**config.mk**
```make
export PLATFORM = sky130hd
export DESIGN_NAME = tf_gen
export DESIGN_NICKNAME = d
export VERILOG_FILES = /design/src/tf_arith_pkg.sv /design/src/tf_ctrl_pkg.sv /design/src/barrett_mult.sv /design/src/tf_base_bank.sv /design/src/tf_const_bank.sv /design/src/tf_step_ctrl.sv /design/src/tf_gen.sv
export VERILOG_INCLUDE_DIRS = /design/src
export SDC_FILE = /design/constraint.sdc
export NUM_CORES = 2
export LEC_CHECK = 0
export BUFFER_PORTS_ARGS = -buffer_cell sky130_fd_sc_hd__buf_2
export CORE_ASPECT_RATIO = 1.5
export CORE_UTILIZATION = 40
export CTS_CLUSTER_DIAMETER = 50
export DETAILED_ROUTE_END_ITERATION = 8
export GPL_ROUTABILITY_DRIVEN = 0
export PLACE_DENSITY_LB_ADDON = 0.05
export SLEW_MARGIN = 20
export SYNTH_ARGS = -nofsm -noshare
export SYNTH_HDL_FRONTEND = slang
export SYNTH_HIERARCHICAL = 1
export SYNTH_SLANG_ARGS = --single-unit
```
**constraint.sdc**
```tcl
create_clock -name clk -period 23.1 [get_ports clk]
set_input_delay 2.31 -clock clk [delete_from_list [all_inputs] [get_ports clk]]
set_output_delay 2.31 -clock clk [all_outputs]
set_load 0.1 [all_outputs]
```
**src/tf_settings.svh**
```systemverilog
`ifndef TF_SETTINGS_SVH
`define TF_SETTINGS_SVH

// Lanes processed side by side with one multiplier each
`define TF_LANES 4

// One base table row per stage depth
`define TF_DEPTHS 4

// Entries of the step multiplier table
`define TF_CONSTS 8

// Residue word width in bits
`define TF_WIDTH 12

// Modulus q of the transform
`define TF_MODULUS 3329

`define TF_BARRETT_MU 5039 // Floor of 2^(2*TF_WIDTH) / q

// Cycles from multiplier operands to reduced result
`define TF_MULT_LATENCY 3

`endif

```
**src/tf_arith_pkg.sv**
```systemverilog
`include "tf_settings.svh"

package tf_arith_pkg;

	// One residue modulo q
	typedef logic [`TF_WIDTH-1:0] tf_word_t;

	typedef logic [2*`TF_WIDTH-1:0] tf_prod_t; // Full product before reduction

	// One word per lane as used for base rows, constant reads and outputs
	typedef tf_word_t [`TF_LANES-1:0] tf_lane_vec_t;

	// The whole constant table as it is loaded
	typedef tf_word_t [`TF_CONSTS-1:0] tf_const_vec_t;

endpackage

```
**src/tf_ctrl_pkg.sv**
```systemverilog
`include "tf_settings.svh"

package tf_ctrl_pkg;

	// Command opcodes where op_idle means no command this cycle
	typedef enum logic [1:0] {
		op_idle       = 2'd0,
		op_load_base  = 2'd1,
		op_load_const = 2'd2,
		op_step       = 2'd3
	} tf_op_e;

	typedef logic [$clog2(`TF_DEPTHS)-1:0] tf_depth_t; // Base row index

	typedef logic [$clog2(`TF_CONSTS)-1:0] tf_cidx_t; // Constant table index

	// Each lane names its own constant
	typedef tf_cidx_t [`TF_LANES-1:0] tf_cidx_vec_t;

	// One command as sampled on every rising clock edge
	typedef struct packed {
		tf_op_e       op;
		tf_depth_t    depth;
		tf_cidx_vec_t cidx;
	} tf_cmd_t;

endpackage

```
**src/barrett_mult.sv**
```systemverilog
`include "tf_settings.svh"

module barrett_mult (
	input  logic                   clk,
	input  logic                   rst,
	input  tf_arith_pkg::tf_word_t a,
	input  tf_arith_pkg::tf_word_t b,
	output tf_arith_pkg::tf_word_t result
);
	import tf_arith_pkg::*;

	localparam int SHIFT = 2 * `TF_WIDTH;
	localparam int MU_W = $clog2(`TF_BARRETT_MU + 1);
	localparam logic [SHIFT+MU_W-1:0] MU = `TF_BARRETT_MU;
	localparam tf_prod_t Q = `TF_MODULUS;

	tf_prod_t prod_s1;
	tf_prod_t prod_s2;
	tf_word_t quot_s2;
	logic [SHIFT+MU_W-1:0] prod_mu;
	tf_word_t quot_est;
	tf_word_t rem_red;

	// The quotient estimate is at most two below the true quotient
	assign prod_mu = prod_s1 * MU;
	assign quot_est = tf_word_t'(prod_mu >> SHIFT);

	always_comb begin
		tf_prod_t r;
		r = prod_s2 - tf_prod_t'(quot_s2) * Q;
		if (r >= Q)
			r = r - Q;
		if (r >= Q)
			r = r - Q; // Now below q
		rem_red = tf_word_t'(r);
	end

	always_ff @(posedge clk or posedge rst) begin
		if (rst) begin
			prod_s1 <= '0;
			prod_s2 <= '0;
			quot_s2 <= '0;
			result <= '0;
		end else begin
			prod_s1 <= tf_prod_t'(a) * tf_prod_t'(b);
			prod_s2 <= prod_s1; // Product travels alongside its estimate
			quot_s2 <= quot_est;
			result <= rem_red;
		end
	end

endmodule

```
**src/tf_base_bank.sv**
```systemverilog
`include "tf_settings.svh"

module tf_base_bank (
	input  logic                       clk,
	input  logic                       rst,
	input  logic                       wr_en,
	input  tf_ctrl_pkg::tf_depth_t     wr_row,
	input  tf_arith_pkg::tf_lane_vec_t wr_data,
	input  logic                       rd_en,
	input  tf_ctrl_pkg::tf_depth_t     rd_row,
	output tf_arith_pkg::tf_lane_vec_t rd_data
);
	import tf_arith_pkg::*;

	tf_lane_vec_t rows [`TF_DEPTHS];

	// A read on the same edge as a write to that row returns the old row
	always_ff @(posedge clk or posedge rst) begin
		if (rst) begin
			for (int i = 0; i < `TF_DEPTHS; i++) begin
				rows[i] <= '0;
			end
			rd_data <= '0;
		end else begin
			if (wr_en)
				rows[wr_row] <= wr_data;
			if (rd_en)
				rd_data <= rows[rd_row]; // Holds between reads
		end
	end

endmodule

```
**src/tf_const_bank.sv**
```systemverilog
`include "tf_settings.svh"

module tf_const_bank (
	input  logic                        clk,
	input  logic                        rst,
	input  logic                        load,
	input  tf_arith_pkg::tf_const_vec_t load_data,
	input  logic                        rd_en,
	input  tf_ctrl_pkg::tf_cidx_vec_t   cidx,
	output tf_arith_pkg::tf_lane_vec_t  rd_data
);
	import tf_arith_pkg::*;

	tf_const_vec_t const_tab;

	always_ff @(posedge clk or posedge rst) begin
		if (rst) begin
			const_tab <= '0;
			rd_data <= '0;
		end else begin
			if (load)
				const_tab <= load_data; // Whole table in one cycle
			if (rd_en) begin
				// Every lane picks its own entry
				for (int i = 0; i < `TF_LANES; i++) begin
					rd_data[i] <= const_tab[cidx[i]];
				end
			end
		end
	end

endmodule

```
**src/tf_step_ctrl.sv**
```systemverilog
`include "tf_settings.svh"

module tf_step_ctrl (
	input  logic                   clk,
	input  logic                   rst,
	input  tf_ctrl_pkg::tf_cmd_t   cmd,
	output logic                   base_wr_en,
	output tf_ctrl_pkg::tf_depth_t base_wr_row,
	output logic                   base_wr_sel_result,
	output logic                   const_load,
	output logic                   rd_en,
	output logic                   out_valid
);
	import tf_ctrl_pkg::*;

	// One stage for the bank read and one per multiplier stage
	localparam int STAGES = `TF_MULT_LATENCY + 1;

	logic step_cmd;
	logic load_cmd;
	logic [STAGES-1:0] pipe_valid;
	tf_depth_t pipe_depth [STAGES];
	logic retire;

	assign step_cmd = (cmd.op == op_step);
	assign load_cmd = (cmd.op == op_load_base);
	assign const_load = (cmd.op == op_load_const);
	assign rd_en = step_cmd; // Banks register the row on the sampling edge

	// Results of the oldest step sit at the multiplier outputs
	assign retire = pipe_valid[STAGES-1];

	assign out_valid = retire;
	assign base_wr_sel_result = retire;
	assign base_wr_en = retire | load_cmd;
	assign base_wr_row = retire ? pipe_depth[STAGES-1] : cmd.depth;

	always_ff @(posedge clk or posedge rst) begin
		if (rst)
			pipe_valid <= '0;
		else
			pipe_valid <= {pipe_valid[STAGES-2:0], step_cmd};
	end

	// The row of each step in flight is needed again at write-back
	always_ff @(posedge clk) begin
		pipe_depth[0] <= cmd.depth;
		for (int i = 1; i < STAGES; i++) begin
			pipe_depth[i] <= pipe_depth[i-1];
		end
	end

endmodule

```
**src/tf_gen.sv**
```systemverilog
`include "tf_settings.svh"

module tf_gen (
	input  logic                        clk,
	input  logic                        rst,
	input  tf_ctrl_pkg::tf_cmd_t        cmd,
	input  tf_arith_pkg::tf_lane_vec_t  base_in,
	input  tf_arith_pkg::tf_const_vec_t const_in,
	output tf_arith_pkg::tf_lane_vec_t  tf_out,
	output logic                        tf_valid
);
	import tf_arith_pkg::*;
	import tf_ctrl_pkg::*;

	logic base_wr_en;
	tf_depth_t base_wr_row;
	logic base_wr_sel_result;
	logic const_load;
	logic rd_en;
	tf_lane_vec_t base_wr_data;
	tf_lane_vec_t base_row;
	tf_lane_vec_t const_row;

	tf_step_ctrl u_ctrl (
		.clk                (clk),
		.rst                (rst),
		.cmd                (cmd),
		.base_wr_en         (base_wr_en),
		.base_wr_row        (base_wr_row),
		.base_wr_sel_result (base_wr_sel_result),
		.const_load         (const_load),
		.rd_en              (rd_en),
		.out_valid          (tf_valid)
	);

	// Write-back of products or an external row load
	assign base_wr_data = base_wr_sel_result ? tf_out : base_in;

	tf_base_bank u_base (
		.clk     (clk),
		.rst     (rst),
		.wr_en   (base_wr_en),
		.wr_row  (base_wr_row),
		.wr_data (base_wr_data),
		.rd_en   (rd_en),
		.rd_row  (cmd.depth),
		.rd_data (base_row)
	);

	tf_const_bank u_const (
		.clk       (clk),
		.rst       (rst),
		.load      (const_load),
		.load_data (const_in),
		.rd_en     (rd_en),
		.cidx      (cmd.cidx),
		.rd_data   (const_row)
	);

	for (genvar g = 0; g < `TF_LANES; g++) begin : g_lane
		barrett_mult u_mult (
			.clk    (clk),
			.rst    (rst),
			.a      (base_row[g]),
			.b      (const_row[g]),
			.result (tf_out[g])
		);
	end

endmodule

```
# --- Yosys cells after proc, flatten, opt, wreduce, memory -nomap -nowiden ---
# Memories as Yosys holds them, arrays and structs flattened.
# Index checks and enable logic that the tools add are counted.
word_totals:
  ff_bits: 676
  word_cells: 120
  n_memories: 1
  in_bits: 162
  mem_bits_rw: 8
  out_inout_bits: 49
mem_list:
  columns: ["name", "depth", "width", "read_ports", "rd_clocked_by_memory_dff", "write_ports", "line", "text"]
  rows:
  - ["u_ctrl.pipe_depth", 4, 2, 4, 0, 4, "tf_step_ctrl.sv:22", "tf_depth_t pipe_depth [STAGES];"]
classes:
  n_mul: 12
  reduce_logical: 1
  n_bitwise: 3
  n_addsub: 12
  n_mux: 24
  order_cmp: 15
  eq_ne: 3
op_table:
  columns: ["cell", "n"]
  rows:
  - ["bitwise mux 192 bit", 1]
  - [">= comparator 24 x 12 -> 1 bit (second input constant)", 8]
  - ["two-way mux 48 bit", 4]
  - ["binary-select mux 12 bit (select 3 bit)", 4]
  - ["multiplier 24 x 13 -> 36 bit (second input constant)", 4]
  - ["binary-select mux 48 bit (select 2 bit)", 1]
  - ["demux 48 bit (select 2 bit)", 1]
  - ["multiplier 12 x 12 -> 24 bit", 4]
  - ["multiplier 12 x 12 -> 24 bit (second input constant)", 4]
  - ["two-way mux 12 bit", 8]
  - ["two-way mux 24 bit", 4]
  - ["subtractor 24 x 12 -> 24 bit (second input constant)", 4]
  - ["subtractor 24 bit", 4]
  - ["subtractor 12 bit (second input constant)", 4]
  - ["< comparator 3 x 4 -> 1 bit (second input constant)", 4]
  - [">= comparator 3 bit (second input constant)", 2]
  - ["NOT 2 -> 3 bit", 2]
  - ["== test 2 bit (second input constant)", 2]
  - ["< comparator 3 x 1 -> 1 bit (second input constant)", 1]
  - ["== test 2 x 1 -> 1 bit (second input constant)", 1]
  - ["two-way mux 2 bit", 1]
  - ["logical AND 1 bit", 1]
  - ["bitwise OR 1 bit", 1]

# --- Longest topological paths before layout ---
logic_depth:
  word_depth: 7
  ltp_mapped: 34
  ltp_nobuf: 31

# --- By module ---
# The synthesis kept the hierarchy.
modules_own_cells:
  columns: ["module", "area_each_um2", "cells_each", "instances"]
  rows:
  - ["barrett_mult (g_lane[2].u_mult)", 16057.9, 1675, 1]
  - ["barrett_mult (g_lane[1].u_mult)", 15947.8, 1715, 1]
  - ["barrett_mult (g_lane[0].u_mult)", 15886.5, 1681, 1]
  - ["barrett_mult (g_lane[3].u_mult)", 15783.9, 1662, 1]
  - ["tf_base_bank", 10139.7, 677, 1]
  - ["tf_const_bank", 8785.9, 754, 1]
  - ["tf_gen", 659.4, 53, 1]
  - ["tf_step_ctrl", 316.6, 20, 1]

# --- Worst setup path before layout ---
# Ideal clock, no wire load.
synth_timing:
  path_type: "register -> register"
  startpoint: "register g_lane[0].u_mult.quot_s2[2]"
  endpoint: "register g_lane[0].u_mult.result[8]"
  setup_ps: 137
  path_buffers: 3
  path_slack_ps: 15552
  t_arrival_ps: 7412
  stages_incl_launch_ff: 32
  cell_sequence: "dfrtp_1 ha_1 inv_1 fa_1 inv_1 ha_1 fa_1 fa_1 inv_1 ha_1 clkbuf_1 a21o_1 o21bai_1 a21oi_1 a21boi_1 or4_1 a31o_1 xor2_1 or2_2 or4_1 buf_2 a21oi_1 ha_1 nand3_1 a2111oi_0 o21bai_1 o311ai_1 nand4_2 a21oi_4 buf_6 a31oi_2 xor2_1"
synth_via:
  elab_chain_cells: 6
synth_rtl:
  columns: ["element", "line", "text"]
  rows:
  - ["start, declared", "barrett_mult.sv:19", "tf_word_t quot_s2;"]
  - ["start signal, assigned", "barrett_mult.sv:47", "quot_s2 <= quot_est;"]
  - ["multiplier 12 x 12 -> 24 bit (*)", "barrett_mult.sv:30", "r = prod_s2 - tf_prod_t'(quot_s2) * Q;"]
  - ["subtractor 24 bit (*)", "barrett_mult.sv:30", null]
  - ["subtractor 24 x 12 -> 24 bit or >= comparator 24 x 12 -> 1 bit (tied branches)", "barrett_mult.sv:32, barrett_mult.sv:31", null]
  - ["two-way mux 24 bit (*)", "barrett_mult.sv:31", "if (r >= Q)"]
  - [">= comparator 24 x 12 -> 1 bit or subtractor 12 bit (tied branches)", "barrett_mult.sv:33, barrett_mult.sv:34", null]
  - ["two-way mux 12 bit (*)", "barrett_mult.sv:33", "if (r >= Q)"]
  - ["net g_lane[0].u_mult.rem_red[8]", "barrett_mult.sv:22", "tf_word_t rem_red;"]
  - ["end signal, assigned", "barrett_mult.sv:48", "result <= rem_red;"]
  - ["end, declared", "barrett_mult.sv:8", "output tf_arith_pkg::tf_word_t result"]
# Mark *: on every way through the listed nets, which the timed path passes. The rest lies on a longest branch.
# A chain may end at the register's enable or synchronous reset.

# --- Worst setup path after layout ---
layout_timing:
  startpoint: "register g_lane[0].u_mult.quot_s2[2]"
  endpoint: "register g_lane[0].u_mult.result[5]"
# Same word-level chain as after synthesis.

==> key figures <==
Outcome
  – Status: finished, final reports clean

Floorplan
  – Initial Util: 0.402
  – Die W: 375 µm
  – Core Area: ~210000 µm²
  – Std-Cell Rows: about 210
  – Die area: 211000 µm²
  – Die Ht: 562 µm
  – # IOs: 211

Drt
  – Vias per cell: ~5.3
  – Initial drt markers: roughly 2.5k
  – Routed vias: roughly 58k
  – Post-DR wirelength/cell: about 20 µm
  – First-pass DRT Iterations: 5
  – DRC violations left: 0
  – Overall routed net length: ~230000 µm
  – Post-DRT Antenna Nets: 0

Finish
  – Ratio of cells with drive above 1 in the final layout: 0.105
  – Commonest non-fill, non-tap cells in the layout: inv_1, ha_1, fa_1, dfrtp_1, nand2_1
  – Most common cell after layout, fill and taps aside: inv_1
  – Layout area overhead: 7.72%
  – Fin nets: around 11k

Worst setup path
  – Critical Path Source: g_lane[0].u_mult/quot_s2[2]
  – Crit. End Element: flop
  – Startpoint Class: flop
  – Req. time, crit path: about 24 ns
  – Critical-path cell with the highest stage delay: or4_1
  – FF-to-FF Start: g_lane[0].u_mult/quot_s2[2]
  – Slowest Stage Delay on Critical Path: approximately 0.65 ns
  – Critical path peak fanout: 15
  – Setup CP Type: reg -> reg
  – CP arrival: 8.95 ns
  – Most common cell on crit path: inv_1
  – R2r endpoint: g_lane[0].u_mult/result[5]
  – R2R Setup Slk: roughly 15 ns
  – R2R cell count: 30

Clock tree
  – Clock Path Buffers: 3
  – Hold-fix buffer count after cts: 0
  – Clock-pin slew on the worst setup and hold paths: 0.06 ns
  – Number of H-tree levels: 3
  – Worst-skew pair later-pin latency: around 0.72 ns
  – Postcts setup bufs: 0
  – Clock root cell: clkbuf_16
  – Post-CTS sizing: 0
  – TritonCTS clock tree: built
  – TritonCTS Sinks: 684
  – TritonCTS buffer count: 90

Timing
  – Slew HR: 0.236
  – Setup Viol. Count Final: 0
  – Final Skew: between 0.07 and 0.08 ns
  – Fin crit share: 0.362
  – Setup TNS: 0 ns
  – Hold Vio Cnt, Final: 0
  – Slew @ Worst Pin: 1.14 ns
  – RSZ-0062 raised after global routing: no
  – Max Clock Freq: around 120 MHz
  – Final Max Tran Viols: 0
  – Final min period: approximately 8.4 ns

Logic synthesis
  – Synth Net Count: 10.5k
  – Sequential share of the synthesized area: 0.204
  – Post-synthesis cell area: around 84000 µm²
  – Yosys reg bits: 684
  – Post-synth EDFFs: 0
  – Cell variety after synth: 140
  – Yosys warns: 6
  – Synth Instances: approximately 8.2k
  – Avg Cell Area, Syn: 10.1 µm²
  – Top FF cell, synth: dfrtp_1
  – Ys async rst share: 0.988

Min path
  – WHS Path Cells: 0
  – Hold WC Path Type: reg -> reg
  – Min-Delay Endpoint: u_ctrl/pipe_depth[2][1]
  – Min-delay src: u_ctrl/pipe_depth[1][1]

Placement
  – PortBufs: between 200 and 250
  – DP Wirelength: 183000 µm

Run
  – Max cap viols: 0

Global routing
  – Vias in the first global route: about 63k
  – Largest net degree at the start of global routing: 110
  – Initial antenna violation count: 10
  – First-pass GRT wire length: roughly 360000 µm
  – Grt ovf: 0
  – Total GRT Usage: 0.219
layer usage:
layer | GRT usage | vias to the layer above | part of all wire
li1 | - | 27300 | -
met1 | 0.265 | 29800 | 0.42
met2 | 0.414 | 806 | 0.54
met3 | 0.0183 | 251 | 0.022
met4 | 0.0521 | 4 | 0.023
met5 | 0 | - | 0.00011
cell usage after synthesis, types with 80 or more instances:
| cell type | count | area share |
|---|---|---|
| nand3_1 | 149 | 0.0089 |
| mux2i_1 | 251 | 0.030 |
| nand2_1 | 561 | 0.025 |
| xnor2_1 | 182 | 0.019 |
| dfrtp_1 | 676 | 0.20 |
| nor3_1 | 98 | 0.0059 |
| ha_1 | 1056 | 0.16 |
| fa_1 | 1016 | 0.24 |
| o21ai_0 | 139 | 0.0083 |
| nor2_1 | 242 | 0.011 |
| mux2_2 | 319 | 0.043 |
| a21oi_1 | 204 | 0.012 |
| nand2b_1 | 80 | 0.0060 |
| clkbuf_1 | 157 | 0.0071 |
| nor2b_1 | 132 | 0.0099 |
| inv_1 | 1518 | 0.068 |
| and2_1 | 244 | 0.018 |
how the worst max path moves through the flow:
| stage | end | slack (ns) |
|---|---|---|
| after floorplan | u_base/rd_data[0] | 14.20 |
| after global placement | g_lane[0].u_mult/result[5] | 14.78 |
| after global routing | g_lane[0].u_mult/result[5] | 14.13 |
| after CTS | g_lane[0].u_mult/result[5] | 14.69 |
| final | g_lane[0].u_mult/result[5] | 14.73 |
| after detailed placement | g_lane[0].u_mult/result[5] | 14.73 |
area by class of cell:
type / count / area [µm²]
clock buffers: 106 / 2410
well taps: 2691 / 3370
repair buffers: 245 / 1340
multi-input cells: 5750 / 59400
inverters: 1519 / 5720
fillers: 20400 / 118000
diodes: 9 / 22.5
clock inverters: 61 / 718
flip-flops and latches: 684 / 17100
registers in the layout (all words and copies together) (netlist names):
name                   count
g_lane.u_mult/prod_s2     96
u_ctrl/pipe_depth          8
g_lane.u_mult/result      48
u_const/const_tab         96
u_base/rd_data            48
g_lane.u_mult/quot_s2     48
u_ctrl/pipe_valid          4
u_base/rows              192
u_const/rd_data           48
g_lane.u_mult/prod_s1     96
logic make-up (layout without fill, tap and decap cells):
family	after synthesis	in the layout	synth area share
AOI/OAI and AO/OA	1079	1079	0.0969
xor gates and xnor gates	245	245	0.0263
adders and majority gates	2073	2073	0.402
buffers and inverters	1803	1931	0.0859
DFF	684	684	0.204
muxes	596	596	0.0776
other	0	9	0
and+or+nand+nor	1757	1757	0.107
through the flow:
step                setup slack (ns)  hold WS [ns]  instance area, µm²  instances  utilization
CTS                            14.69         0.329               90000      11100        0.433
global placement               14.78         0.311               86800      10900        0.418
global route                   14.13         0.332               90000      11100        0.433
finish                         14.73         0.326               90000      11100        0.433
detailed placement             14.73         0.314               86800      10900        0.418
floorplan                      14.20         0.310               83600       8237            -
critical path, delay by kind of cell (launching register included):
kind | cells | cell delay (ns)
buffers and inverters | 5 | 0.24
AND/OR/NAND/NOR | 8 | 2.23
AO/OA/AOI/OAI | 9 | 2.30
adder cells (fa/ha/maj) | 7 | 2.85
flip-flops | 1 | 0.44
XOR/XNOR | 1 | 0.17
Power is left out: the tool's default activity adds up to more than one toggle a clock period on the data nets, which glitch-free logic cannot reach.
